===== src/logic/rib_pkg.sv =====
package rib_pkg;

    // widths of the bus
    typedef logic [31:0] addr_t;
    typedef logic [31:0] data_t;
    typedef logic [3:0]  region_t;    // top address nibble

    localparam int offset_w   = 28;   // offset bits seen by a slave
    localparam int num_slaves = 5;

    // slave map, one 256 MB window per region
    localparam region_t region_rom   = 4'd0;  // 0x0000_0000 .. 0x0fff_ffff
    localparam region_t region_ram   = 4'd1;  // 0x1000_0000 .. 0x1fff_ffff
    localparam region_t region_uart  = 4'd2;  // 0x2000_0000 .. 0x2fff_ffff
    localparam region_t region_gpio  = 4'd3;  // 0x3000_0000 .. 0x3fff_ffff
    localparam region_t region_timer = 4'd4;  // 0x4000_0000 .. 0x4fff_ffff

    // no slave lives here
    localparam region_t region_none  = 4'd15;

    // write arbitration result, debug has priority
    typedef enum logic
    {
        grant_core  = 1'b0,
        grant_debug = 1'b1
    } wr_grant_e;

endpackage


===== src/logic/rib.sv =====
module rib
    import rib_pkg::*;
(
    input  logic  clk,
    input  logic  rst_n_i,

    // master 0, core memory stage
    input  logic  m0_wr_req_i,       // no effect on the grant
    input  logic  m0_wr_en_i,
    input  addr_t m0_wr_addr_i,
    input  data_t m0_wr_data_i,
    input  logic  m0_rd_req_i,       // only reader, never arbitrated
    input  addr_t m0_rd_addr_i,
    output data_t m0_rd_data_o,

    // master 1, debug port
    input  logic  m1_wr_req_i,
    input  logic  m1_wr_en_i,
    input  addr_t m1_wr_addr_i,
    input  data_t m1_wr_data_i,

    // rom
    output logic  s0_wr_en_o,
    output addr_t s0_wr_addr_o,
    output data_t s0_wr_data_o,
    output addr_t s0_rd_addr_o,
    input  data_t s0_rd_data_i,

    // ram
    output logic  s1_wr_en_o,
    output addr_t s1_wr_addr_o,
    output data_t s1_wr_data_o,
    output addr_t s1_rd_addr_o,
    input  data_t s1_rd_data_i,

    // uart
    output logic  s2_wr_en_o,
    output addr_t s2_wr_addr_o,
    output data_t s2_wr_data_o,
    output addr_t s2_rd_addr_o,
    input  data_t s2_rd_data_i,

    // gpio
    output logic  s3_wr_en_o,
    output addr_t s3_wr_addr_o,
    output data_t s3_wr_data_o,
    output addr_t s3_rd_addr_o,
    input  data_t s3_rd_data_i,

    // timer
    output logic  s4_wr_en_o,
    output addr_t s4_wr_addr_o,
    output data_t s4_wr_data_o,
    output addr_t s4_rd_addr_o,
    input  data_t s4_rd_data_i,

    output logic  rib_hold_flag_o    // stall request to the core
);

    logic  [num_slaves-1:0] s_wr_en;
    addr_t [num_slaves-1:0] s_wr_addr;
    data_t [num_slaves-1:0] s_wr_data;
    addr_t [num_slaves-1:0] s_rd_addr;
    data_t [num_slaves-1:0] s_rd_data;

    rib_wr_path wr_path_i
    (
        .m0_wr_en_i   (m0_wr_en_i),
        .m0_wr_addr_i (m0_wr_addr_i),
        .m0_wr_data_i (m0_wr_data_i),
        .m1_wr_req_i  (m1_wr_req_i),
        .m1_wr_en_i   (m1_wr_en_i),
        .m1_wr_addr_i (m1_wr_addr_i),
        .m1_wr_data_i (m1_wr_data_i),
        .s_wr_en_o    (s_wr_en),
        .s_wr_addr_o  (s_wr_addr),
        .s_wr_data_o  (s_wr_data),
        .hold_o       (rib_hold_flag_o)
    );

    rib_rd_path rd_path_i
    (
        .clk          (clk),
        .rst_n_i      (rst_n_i),
        .m0_rd_addr_i (m0_rd_addr_i),
        .m0_rd_data_o (m0_rd_data_o),
        .s_rd_addr_o  (s_rd_addr),
        .s_rd_data_i  (s_rd_data)
    );

    // fan the slave vectors out to named ports
    assign s0_wr_en_o   = s_wr_en[0];
    assign s0_wr_addr_o = s_wr_addr[0];
    assign s0_wr_data_o = s_wr_data[0];
    assign s0_rd_addr_o = s_rd_addr[0];

    assign s1_wr_en_o   = s_wr_en[1];
    assign s1_wr_addr_o = s_wr_addr[1];
    assign s1_wr_data_o = s_wr_data[1];
    assign s1_rd_addr_o = s_rd_addr[1];

    assign s2_wr_en_o   = s_wr_en[2];
    assign s2_wr_addr_o = s_wr_addr[2];
    assign s2_wr_data_o = s_wr_data[2];
    assign s2_rd_addr_o = s_rd_addr[2];

    assign s3_wr_en_o   = s_wr_en[3];
    assign s3_wr_addr_o = s_wr_addr[3];
    assign s3_wr_data_o = s_wr_data[3];
    assign s3_rd_addr_o = s_rd_addr[3];

    assign s4_wr_en_o   = s_wr_en[4];
    assign s4_wr_addr_o = s_wr_addr[4];
    assign s4_wr_data_o = s_wr_data[4];
    assign s4_rd_addr_o = s_rd_addr[4];

    assign s_rd_data[0] = s0_rd_data_i;
    assign s_rd_data[1] = s1_rd_data_i;
    assign s_rd_data[2] = s2_rd_data_i;
    assign s_rd_data[3] = s3_rd_data_i;
    assign s_rd_data[4] = s4_rd_data_i;

endmodule


===== src/logic/rib_rd_path.sv =====
module rib_rd_path
    import rib_pkg::*;
(
    input  logic                         clk,
    input  logic                         rst_n_i,

    input  addr_t                        m0_rd_addr_i,
    output data_t                        m0_rd_data_o,

    output addr_t [num_slaves-1:0]       s_rd_addr_o,
    input  data_t [num_slaves-1:0]       s_rd_data_i
);

    region_t               rd_region;
    region_t               rd_tag;           // region of last cycle's read
    addr_t                 rd_offset;
    logic [num_slaves-1:0] rd_sel;

    assign rd_region = m0_rd_addr_i[offset_w +: $bits(region_t)];
    assign rd_offset = {{($bits(addr_t) - offset_w){1'b0}}, m0_rd_addr_i[offset_w-1:0]};

    always_comb
    begin
        rd_sel = '0;
        case (rd_region)
            region_rom:
            begin
                rd_sel[0] = 1'b1;
            end
            region_ram:
            begin
                rd_sel[1] = 1'b1;
            end
            region_uart:
            begin
                rd_sel[2] = 1'b1;
            end
            region_gpio:
            begin
                rd_sel[3] = 1'b1;
            end
            region_timer:
            begin
                rd_sel[4] = 1'b1;
            end
            default:
            begin
                rd_sel = '0;
            end
        endcase
    end

    // address goes out in the same cycle
    always_comb
    begin
        for (int i = 0; i < num_slaves; i++)
        begin
            if (rd_sel[i])
            begin
                s_rd_addr_o[i] = rd_offset;
            end
            else
            begin
                s_rd_addr_o[i] = '0;
            end
        end
    end

    // slaves answer one clock later, so remember who was asked
    always_ff @(posedge clk)
    begin
        if (!rst_n_i)
        begin
            rd_tag <= region_none;
        end
        else
        begin
            rd_tag <= rd_region;
        end
    end

    always_comb
    begin
        case (rd_tag)
            region_rom:
            begin
                m0_rd_data_o = s_rd_data_i[0];
            end
            region_ram:
            begin
                m0_rd_data_o = s_rd_data_i[1];
            end
            region_uart:
            begin
                m0_rd_data_o = s_rd_data_i[2];
            end
            region_gpio:
            begin
                m0_rd_data_o = s_rd_data_i[3];
            end
            region_timer:
            begin
                m0_rd_data_o = s_rd_data_i[4];
            end
            default:
            begin
                m0_rd_data_o = '0;              // unmapped or just out of reset
            end
        endcase
    end

endmodule


===== src/logic/rib_wr_path.sv =====
module rib_wr_path
    import rib_pkg::*;
(
    input  logic                         m0_wr_en_i,
    input  addr_t                        m0_wr_addr_i,
    input  data_t                        m0_wr_data_i,

    input  logic                         m1_wr_req_i,
    input  logic                         m1_wr_en_i,
    input  addr_t                        m1_wr_addr_i,
    input  data_t                        m1_wr_data_i,

    output logic  [num_slaves-1:0]       s_wr_en_o,
    output addr_t [num_slaves-1:0]       s_wr_addr_o,
    output data_t [num_slaves-1:0]       s_wr_data_o,

    output logic                         hold_o
);

    wr_grant_e             grant;
    logic                  wr_en;
    addr_t                 wr_addr;
    data_t                 wr_data;
    region_t               wr_region;
    addr_t                 wr_offset;
    logic [num_slaves-1:0] wr_sel;

    // fixed priority, debug over core
    always_comb
    begin
        if (m1_wr_req_i)
        begin
            grant = grant_debug;
        end
        else
        begin
            grant = grant_core;
        end
    end

    // core stalls while debug writes
    assign hold_o = m1_wr_req_i;

    always_comb
    begin
        case (grant)
            grant_debug:
            begin
                wr_en   = m1_wr_en_i;
                wr_addr = m1_wr_addr_i;
                wr_data = m1_wr_data_i;
            end
            default:
            begin
                wr_en   = m0_wr_en_i;
                wr_addr = m0_wr_addr_i;
                wr_data = m0_wr_data_i;
            end
        endcase
    end

    assign wr_region = wr_addr[offset_w +: $bits(region_t)];
    assign wr_offset = {{($bits(addr_t) - offset_w){1'b0}}, wr_addr[offset_w-1:0]};

    // one-hot slave select, unmapped leaves it empty
    always_comb
    begin
        wr_sel = '0;
        case (wr_region)
            region_rom:
            begin
                wr_sel[0] = 1'b1;
            end
            region_ram:
            begin
                wr_sel[1] = 1'b1;
            end
            region_uart:
            begin
                wr_sel[2] = 1'b1;
            end
            region_gpio:
            begin
                wr_sel[3] = 1'b1;
            end
            region_timer:
            begin
                wr_sel[4] = 1'b1;
            end
            default:
            begin
                wr_sel = '0;
            end
        endcase
    end

    // steer the granted write, other slaves see zero
    always_comb
    begin
        for (int i = 0; i < num_slaves; i++)
        begin
            if (wr_sel[i])
            begin
                s_wr_en_o[i]   = wr_en;         // level from the master, not the req
                s_wr_addr_o[i] = wr_offset;
                s_wr_data_o[i] = wr_data;
            end
            else
            begin
                s_wr_en_o[i]   = 1'b0;
                s_wr_addr_o[i] = '0;
                s_wr_data_o[i] = '0;
            end
        end
    end

endmodule


===== config.mk =====
export PLATFORM = sky130hd
export DESIGN_NAME = rib
export DESIGN_NICKNAME = d
export VERILOG_FILES = /design/src/logic/rib_pkg.sv /design/src/logic/rib.sv /design/src/logic/rib_rd_path.sv /design/src/logic/rib_wr_path.sv
export SDC_FILE = /design/constraint.sdc
export NUM_CORES = 1
export LEC_CHECK = 0
export ABC_AREA = 1
export BUFFER_PORTS_ARGS = -buffer_cell sky130_fd_sc_hd__buf_2
export CAP_MARGIN = 10
export CORE_AREA = 2 2 331 333
export CTS_CLUSTER_DIAMETER = 100
export DETAILED_ROUTE_END_ITERATION = 8
export DIE_AREA = 0 0 333 335
export GPL_TIMING_DRIVEN = 1
export PLACE_DENSITY = 0.32
export SETUP_SLACK_MARGIN = 0.05
export SLEW_MARGIN = 25
export SYNTH_ARGS = -nofsm -noshare
export SYNTH_HDL_FRONTEND = slang
export SYNTH_HIERARCHICAL = 1
export SYNTH_SLANG_ARGS = --single-unit
export TNS_END_PERCENT = 100

===== constraint.sdc =====
create_clock -name clk -period 3 [get_ports clk]
set_input_delay 0.3 -clock clk [delete_from_list [all_inputs] [get_ports clk]]
set_output_delay 0.3 -clock clk [all_outputs]
set_load 0.02 [all_outputs]

; Word level (Yosys, flattened, before mapping)
; Cells that the tools add are included.
[classes]
add_sub_neg = 0
multipliers = 0
div = 0
order_cmp = 0
n_eq_ne = 12
n_shift = 0
n_mux = 35
bitwise_logic = 0
reduce_logical = 3
[ops]
columns = cell, n
row1 = 28-bit two-way mux, 10
row2 = 32-bit two-way mux, 7
row3 = 32-bit one-hot mux with 5 select lines, 1
row4 = "4-bit by 2-bit equality test with 1-bit output, second input constant", 6
row5 = 1-bit two-way mux, 17
row6 = "4-bit by 1-bit equality test with 1-bit output, second input constant", 3
row7 = "4-bit by 3-bit equality test with 1-bit output, second input constant", 3
row8 = 4-bit logical NOT, 3
[word_totals]
register_bits = 4
latch_bits = 0
ramBits = 0
rom_bits = 0
output_inout_bits = 518
word_cells = 51
mem_count = 0

; Logic depth before layout (Yosys ltp)
; Gate-level depths: netlist of run 1.
[depth]
depth_word = 5
ltp_mapped = 8
depth_no_buf = 6

; Hierarchy
; Netlist of run 1, hierarchy kept.
[modules_own_cells]
columns = mod, n_inst, cells_each, area_each_um2
row1 = rib_wr_path, 1, 465, 2971.6
row2 = rib_rd_path, 1, 610, 2682.6

; Least setup slack after synthesis of run 1
; No wires, ideal clock.
[synth_timing]
path_type = input-to-output
start = input port m1_wr_req_i
end = output port s2_wr_addr_o[27]
t_arrival_ns = 1.333
t_required_ns = 2.700
path_slack_ns = 1.367
cell_stages = 8
n_path_buf = 3
cell_sequence = buf_6 -> buf_12 -> nand2_4 -> nand2_4 -> nor2_2 -> nand2_4 -> buf_6 -> nor2_1
[synth_via]
elab_chain_cells = 5
[synth_lines]
columns = element, line_no
row1 = start: declaration, rib.sv:17  ; input logic m1_wr_req_i,
row2 = 1-bit two-way mux *, rib_wr_path.sv:31  ; if (m1_wr_req_i)
row3 = 32-bit two-way mux *, rib_wr_path.sv:46  ; case (grant)
row4 = 4-bit by 2-bit equality test with 1-bit output, rib_wr_path.sv:69  ; case (wr_region)
row5 = 1-bit two-way mux, rib_wr_path.sv:69
row6 = 28-bit two-way mux *, rib_wr_path.sv:102  ; if (wr_sel[i])
row7 = end: declaration, rib.sv:38  ; output addr_t s2_wr_addr_o,
; Every way passes the cells marked *; elsewhere a longest branch is shown, timed or not.

; Final worst setup path of run 1
[layout_timing]
start = input port m1_wr_req_i
end = output port s2_wr_data_o[8]
[layout_via]
elab_chain_cells = 5
elab_cells_between_ends = 6
classes_between = eq/ne: 1 / mux: 5
[layout_lines]
columns = element, line_no
row1 = 1-bit two-way mux *, rib_wr_path.sv:31
row2 = 32-bit two-way mux, rib_wr_path.sv:46
row3 = 4-bit by 2-bit equality test with 1-bit output, rib_wr_path.sv:69
row4 = 1-bit two-way mux, rib_wr_path.sv:69
row5 = 32-bit two-way mux *, rib_wr_path.sv:102
row6 = end: declaration, rib.sv:39  ; output data_t s2_wr_data_o,
; Marks and branches as above.

==> summary.md, run 1 <==
| Metric | Value |
|---|---|
| Outcome | `completed` |
| Worst Setup End Kind | `output port` |
| Final wirelength | `around 55000 um` |
| Clock-pin transition on the worst setup and hold timing paths | `about 0.030 ns` |
| First-pass GRT wire length | `71550 um` |
| Post-DP HPWL | `48010 um` |
| Power per Cell Area | `around 160 mW/mm2` |
| Initial DRT Pass Iterations | `4` |
| Worst-path fanout max | `24` |
| Number of flip-flops in the largest register | `4` |
| Cts bufs inserted | `3` |
| GRT Total Usage | `9.012%` |
| Startpoint types | `input pin` |
| Register area | `approximately 80 um2` |
| DIE HEIGHT | `around 340 um` |
| Post-CTS sizing | `0` |
| Initial antenna violation count | `17` |
| Largest net degree at the start of global routing | `between 60 and 70` |
| Synthesized instance count | `between 1000 and 1500` |
| Hold Crit Class | `input pin to flop` |
| H-tree depth | `1` |
| Power, Total | `approximately 1.7 mW` |
| Hold Startpoint | `rst_n_i` |
| Hold Vio Cnt, Final | `0` |
| Number of DRC markers in iteration 0 | `~390` |
| Unrepaired setup endpoints after global routing | `false` |
| Max Clock Freq | `396.0 MHz` |
| Layout area overhead | `98.10%` |
| Layout cells sized above 1 | `about half` |
| Synth cell types | `24` |
| Mapped Area | `approximately 0.0057 mm2` |
| Post-CTS setup buffers | `0` |
| Port Buf Inserts | `about 800` |
| Slew @ Worst Pin | `0.8666 ns` |
| WP data arrival | `2.23 ns` |
| #FFs+latches synth | `4` |
| Crit path required time | `around 2.7 ns` |
| Relative slew slack | `between 40% and 50%` |
| CP startpoint | `m1_wr_req_i` |
| P_leak | `~7.1 nW` |
| Vias in the first global route | `a little over 9000` |
| Core area | `around 0.11 mm2` |
| Fin crit share | `a little over four fifths` |
| Max-cap violations | `0` |
| Routability Congestion | `around 0.75` |
| CTS tree | `yes` |
| Max Slew Vio Count | `0` |
| Setup total negative slack | `0 ns` |
| Initial core utilization | `5.231%` |
| Cell taking the most area after synthesis | `nor2_1` |
| Seq/Total Area, Yosys | `between 1 and 1.5%` |
| Remaining DRCs | `0` |
| Root buf cell | `clkbuf_16` |
| Worst VDD drop | `around 0.18 mV` |
| Full die area | `0.1116 mm2` |
| I/O Pins | `between 800 and 900` |
| Largest Register | `rd_path_i/rd_tag` |
| Synth Warn # | `6` |
| Final Critical Period | `2.525 ns` |
| Regs by FF count | `rd_path_i/rd_tag: 4 flops` |
| Total clock sinks | `4` |
| Syn_area_per_cell | `about 5.3 um2` |
| Die width | `approximately 330 um` |
| Clock buffer depth | `2` |
| Endpoints failing setup | `0` |
| Antenna viol nets, final | `0` |
| Wire length per cell | `around 17 um` |
| Final Net Count | `approximately 2200` |
| Via count | `around 9700` |
| Num rows | `between 100 and 150` |
| # hold bufs at CTS | `0` |
| Fillers | `roughly 13000` |
| Vias per cell | `~3` |
| Aggregate global routing overflow | `0` |
| Synth top area share | `roughly a third` |
| Synth area leaders | `nor2_1, nand3_1, nand2_1` |
| Multi-input gate area | `0.004389 mm2` |
| Critical path class | `input pin to output port` |
-- cells by family after synthesis --
logic type / share of synthesized area, %
buffers and inverters: 23.79
DFF: 1.416
muxes: 15.07
other: 0.1328
and+or+nand+nor: 59.59
-- worst max-delay path: stages --
cell and delay (ns):
buf_6 0.25, buf_12 0.27, mux2i_1 0.78, buf_4 0.26
nor2_1 0.05, buf_2 0.17
-- routing by layer --
layer,track usage [%],wire length [um],vias up,part of all wire (%)
li1,-,-,4728,-
met1,10.96,23040,4403,42
met2,16.67,27760,506,51
met3,1.388,2795,48,5.1
met4,1.694,1202,2,2.2
met5,0,13,-,0.024
-- where the power goes --
group,switching [mW],internal (mW),leakage [nW]
combinational,1.00,0.473,7.04
sequential,0.00507,0.0566,0.0334
clock,0.0351,0.170,0.0370
total,1.04,0.700,7.11
-- cell usage after synthesis, drive strengths merged --
master / instances
nor2: 522
nand2: 132
nand3: 132
inv: 107
buf: 105
mux2i: 61
clkbuf: 10
dfxtp: 4
conb: 2
-- metrics by stage --
step	utilization, %	cell area, um2	hold WS [ns]	cells	setup slack, ns
final	10.36	11200	0.5183	3271	0.4748
after global routing	10.35	11190	0.5373	3266	0.4542
after CTS	10.34	11180	0.5286	3262	0.4737
after detailed placement	10.27	11100	0.7566	3259	0.4691
after global placement	10.27	11100	0.7554	3259	0.4723
after floorplan	-	5797	0.3687	1113	1.367
-- area by class of cell --
cell class                      count  share of cell area (%)
Antenna cell                        9                  0.2011
Clock buffer                        3                  0.6702
Inverter                          107                   3.608
Multi-Input combinational cell    887                   39.19
Sequential cell                     4                  0.7149
Tap cell                         1414                   15.80
Timing Repair Buffer              847                   39.82
-- layout by cell type (no fill, tap or decap), drive strengths merged --
| cell | count |
|---|---|
| clkbuf | 3 |
| nand3 | 132 |
| conb | 40 |
| dfxtp | 4 |
| buf | 847 |
| mux2i | 61 |
| diode | 9 |
| nand2 | 132 |
| inv | 107 |
| nor2 | 522 |
-- final timing paths --
kind                             endpoint  slack, ns  cells after the start
worst max-delay path      s2_wr_data_o[8]       0.47                      6
worst min-delay path  rd_path_i/rd_tag[2]       0.52                      2
Note: power is estimated with default switching activity, not from simulation.
==> run 2: changes to the inputs <==
ABC_AREA = 0   (was 1)
CORE_AREA = 2 2 326 328   (was 2 2 331 333)
DIE_AREA = 0 0 328 330   (was 0 0 333 335)
clock period = 2.2 ns   (was 3 ns; I/O delays follow)
==> run 2 against run 1 <==
Worst hold slack got worse by 0.30 ns; count of clock-buffer cells in the layout did not move; non-clock buffer count is 34 higher; utilization is 0.19 points higher; via count down 13%; synthesized cell count fell by 26%; global-route usage fell by 2.0 points; sequential share of layout area is essentially flat; combinational power rose by 9%; largest power group unchanged.
==> summary.md, run 2 <==
| Metric | Value |
|---|---|
| Synth async-reset ratio | `0% (unchanged)` |
| Unrepaired setup endpoints after global routing | `false` |
| Die width | `328 um (-1.5%)` |
| #FFs+latches synth | `4 (unchanged)` |
| Worst VDD drop | `0.2051 mV (+12%)` |
| Synth Warn # | `6 (unchanged)` |
| Initial DRT Pass Iterations | `4 (unchanged)` |
| Register area | `82.58 um2 (+3.1%)` |
| Final Critical Period | `~2.0 ns` |
| Power per Cell Area | `178.4 mW/mm2 (+15%)` |
| Worst-path fanout max | `20 (-17%)` |
| Final Net Count | `1942 (-11%)` |
| Full die area | `0.1082 mm2 (-3.0%)` |
| Number of DRC markers in iteration 0 | `328 (-17%)` |
| Post-placement setup slack | `0.1460 ns (-0.3231 ns)` |
| Num rows | `119 (-1.7%)` |
| Relative slew slack | `53.96% (+13 points)` |
| Slew @ Worst Pin | `0.6715 ns (-0.1952 ns)` |
| Root buf cell | `clkbuf_16` |
| Synth area leaders | `nor2_1, mux2i_1, and2_1` |
| Outcome | `completed` |
| Metal1 wirelength | `17270 um (-25%)` |
| Mapped Area | `0.004857 mm2 (-14%)` |
| Cell area after layout | `0.01104 mm2 (-1.4%)` |
| P_int | `940.9 uW (+34%)` |
| H-tree depth | `1 (unchanged)` |
| Initial antenna violation count | `10 (-7)` |
| Layout cells sized above 1 | `56.42% (+5.7 points)` |
| Multi-input gate area | `0.004297 mm2 (-2.1%)` |
| Worst hold path depth | `2 (unchanged)` |
| Via count | `8445 (-13%)` |
| EDFF count, synth | `0 (unchanged)` |
| Cts bufs inserted | `3 (unchanged)` |
| Crit path required time | `1.98 ns (-0.72 ns)` |
| Endpoints failing setup | `0 (unchanged)` |
| Setup ws final | `0.1698 ns (-0.3050 ns)` |
| I/O Pins | `845 (unchanged)` |
| Clock-pin transition on the worst setup and hold timing paths | `0.03 ns (about the same)` |
| Synth top cells by count | `nor2_1, and2_1, mux2i_1` |
| Commonest non-fill, non-tap cell in the layout | `buf_2` |
| CTS tree | `yes` |
| DIE HEIGHT | `330 um (-1.5%)` |
| WP data arrival | `1.81 ns (-0.42 ns)` |
| GRT Total Usage | `6.987% (-2.0 points)` |
| Max-cap violations | `0 (unchanged)` |
| Largest Register | `rd_path_i/rd_tag` |
| Most common flop cell mapped by yosys | `dfxtp_1` |
| DR WL met3 | `2723 um (-2.6%)` |
| Hold Startpoint | `rst_n_i` |
| Synth cell types | `34 (+42%)` |
| Post-DP HPWL | `36990 um (-23%)` |
| Antenna viol nets, final | `0 (unchanged)` |
| Vias in the first global route | `7685 (-16%)` |
| Worst Setup End Kind | `output port` |
| Final wirelength | `43310 um (-21%)` |
| Syn_area_per_cell | `6.087 um2 (+16%)` |
| Synthesized instance count | `798 (-26%)` |
| Seq/Total Area, Yosys | `1.649% (+0.23 points)` |
| Clock buffer depth | `2 (unchanged)` |
| Clock share of power | `14.2% (+2.4 points)` |
| Remaining DRCs | `0 (unchanged)` |
| Most common cell in the synthesized netlist | `nor2_1` |
| Post-route core utilization | `10.55% (+0.19 points)` |
| Logic pwr share | `81.6% (-3.1 points)` |
| Max Slew Vio Count | `0 (unchanged)` |
| Regs by FF count | `rd_path_i/rd_tag: 4 flops` |
| Routability Congestion | `0.7654 (+2.5%)` |
| Wire length per cell | `14.40 um (-14%)` |
| Fin crit share | `between 90% and 100%` |
| Vias per cell | `2.808 (-5.2%)` |
| Switching Fraction | `52.25% (-7.6 points)` |
| Synth top area share | `24.34% (-7.3 points)` |
| Setup total negative slack | `0 ns (unchanged)` |
| Layout area overhead | `127.4%` |
| Startpoint types | `flop` |
| DP Area | `0.01091 mm2 (-1.7%)` |
| Max Clock Freq | `between 400 and 500 MHz` |
| Aggregate global routing overflow | `0 (unchanged)` |
| Core area | `0.1047 mm2 (-3.2%)` |
| Total clock sinks | `4 (unchanged)` |
| Largest net degree at the start of global routing | `37 (-42%)` |
| Initial core utilization | `4.640% (-0.59 points)` |
| Hold Crit Class | `input pin to flop` |
| Reg power frac | `4.2% (+0.7 points)` |
| Highest routed layer | `met5` |
| Most frequent cells in the layout | `buf_2, nor2_1, and2_1` |
| Number of flip-flops in the largest register | `4 (unchanged)` |
| Port Buf Inserts | `802 (unchanged)` |
| First-pass GRT wire length | `55990 um (-22%)` |
| Post-CTS setup buffers | `0 (unchanged)` |
| Fillers | `12415 (-4.7%)` |
| Met2 routed WL | `22980 um (-17%)` |
| Switch Pwr | `1.029 mW (-1.4%)` |
| P_leak | `6.653 nW (-6.5%)` |
| Endpoint, Worst Hold | `rd_path_i/rd_tag[2]` |
| Power, Total | `1.970 mW (+13%)` |
| Cell taking the most area after synthesis | `nor2_1` |
| Hold Vio Cnt, Final | `0 (unchanged)` |
| Critical path class | `flop to output port` |
==> run 2: changes by cell type in the layout (fill, tap and decap cells not counted), moves of 24 or more <==
cell / change
and2_1: +144
buf_4: +24
inv_1: -104
mux2i_1: +69
nand2_1: -98
nand3_1: -128
nor2_1: -161
nor2_2: -38
==> run 2: worst max-delay path by stage <==
stage                        start          endpoint  slack, ns  cells past startpoint
6_report       rd_path_i/rd_tag[0]  m0_rd_data_o[12]       0.17                      4
3_3_place_gp   rd_path_i/rd_tag[1]   m0_rd_data_o[3]       0.12                      5
5_1_grt        rd_path_i/rd_tag[2]  m0_rd_data_o[19]       0.06                      6
4_1_cts        rd_path_i/rd_tag[0]  m0_rd_data_o[12]       0.09                      7
3_5_place_dp           m1_wr_req_i   s0_wr_data_o[6]       0.15                      6
2_1_floorplan  rd_path_i/rd_tag[3]   m0_rd_data_o[0]       0.55                      4
==> run 2: logic make-up (layout without fill, tap and decap cells) <==
logic type / count (synthesis) / after routing / synth area share, %
simple gates: 507 / 507 / 50.41
mux: 116 / 116 / 24.06
buf+inv: 107 / 884 / 14.07
compound gates: 62 / 62 / 9.660
flops: 4 / 4 / 1.649
other cells: 2 / 44 / 0.1546
==> run 2: area by class of cell <==
type / instances / area share (%)
antenna: 4 / 0.09064
tap: 1391 / 15.76
clock buffer: 3 / 0.6798
sequential: 4 / 0.7478
timing repair buffer: 881 / 43.81
multi-input combinational: 725 / 38.91
==> run 2: power groups by stage <==
stage	logic, mW	clock network, mW	registers (mW)
floorplan	0.821	0	0.0804
global placement	1.62	0	0.0820
detailed placement	1.61	0	0.0825
CTS	1.63	0.289	0.0828
global route	1.73	0.297	0.0837
finish	1.61	0.281	0.0826
==> run 2: repair_timing <==
item,4_1_cts,5_1_grt
endpoints found under the hold margin,0,0
gates cloned,1,0
setup endpoints to repair,10,7
hold buffers,0,0
gates resized for setup,3,2
pin swaps,0,0
==> run 2: critical path: stages, from the launching register on <==
cell	delay, ns
dfxtp_2	0.34
or3_1	0.47
buf_4	0.28
o221ai_1	0.25
buf_2	0.22
==> run 2: stage by stage <==
step	hold WS [ns]	std cells
final	0.2162	3008
after global placement	0.4495	3000
after detailed placement	0.4502	3000
after global routing	0.2304	3004
after CTS	0.2218	3004
after floorplan	0.2930	836
==> run 2: routing by layer <==
| metal | vias to the layer above | track usage [%] |
|---|---|---|
| li1 | 4158 | - |
| met1 | 3846 | 8.468 |
| met2 | 415 | 13.33 |
| met3 | 20 | 0.9969 |
| met4 | 6 | 0.6681 |
| met5 | - | 0 |
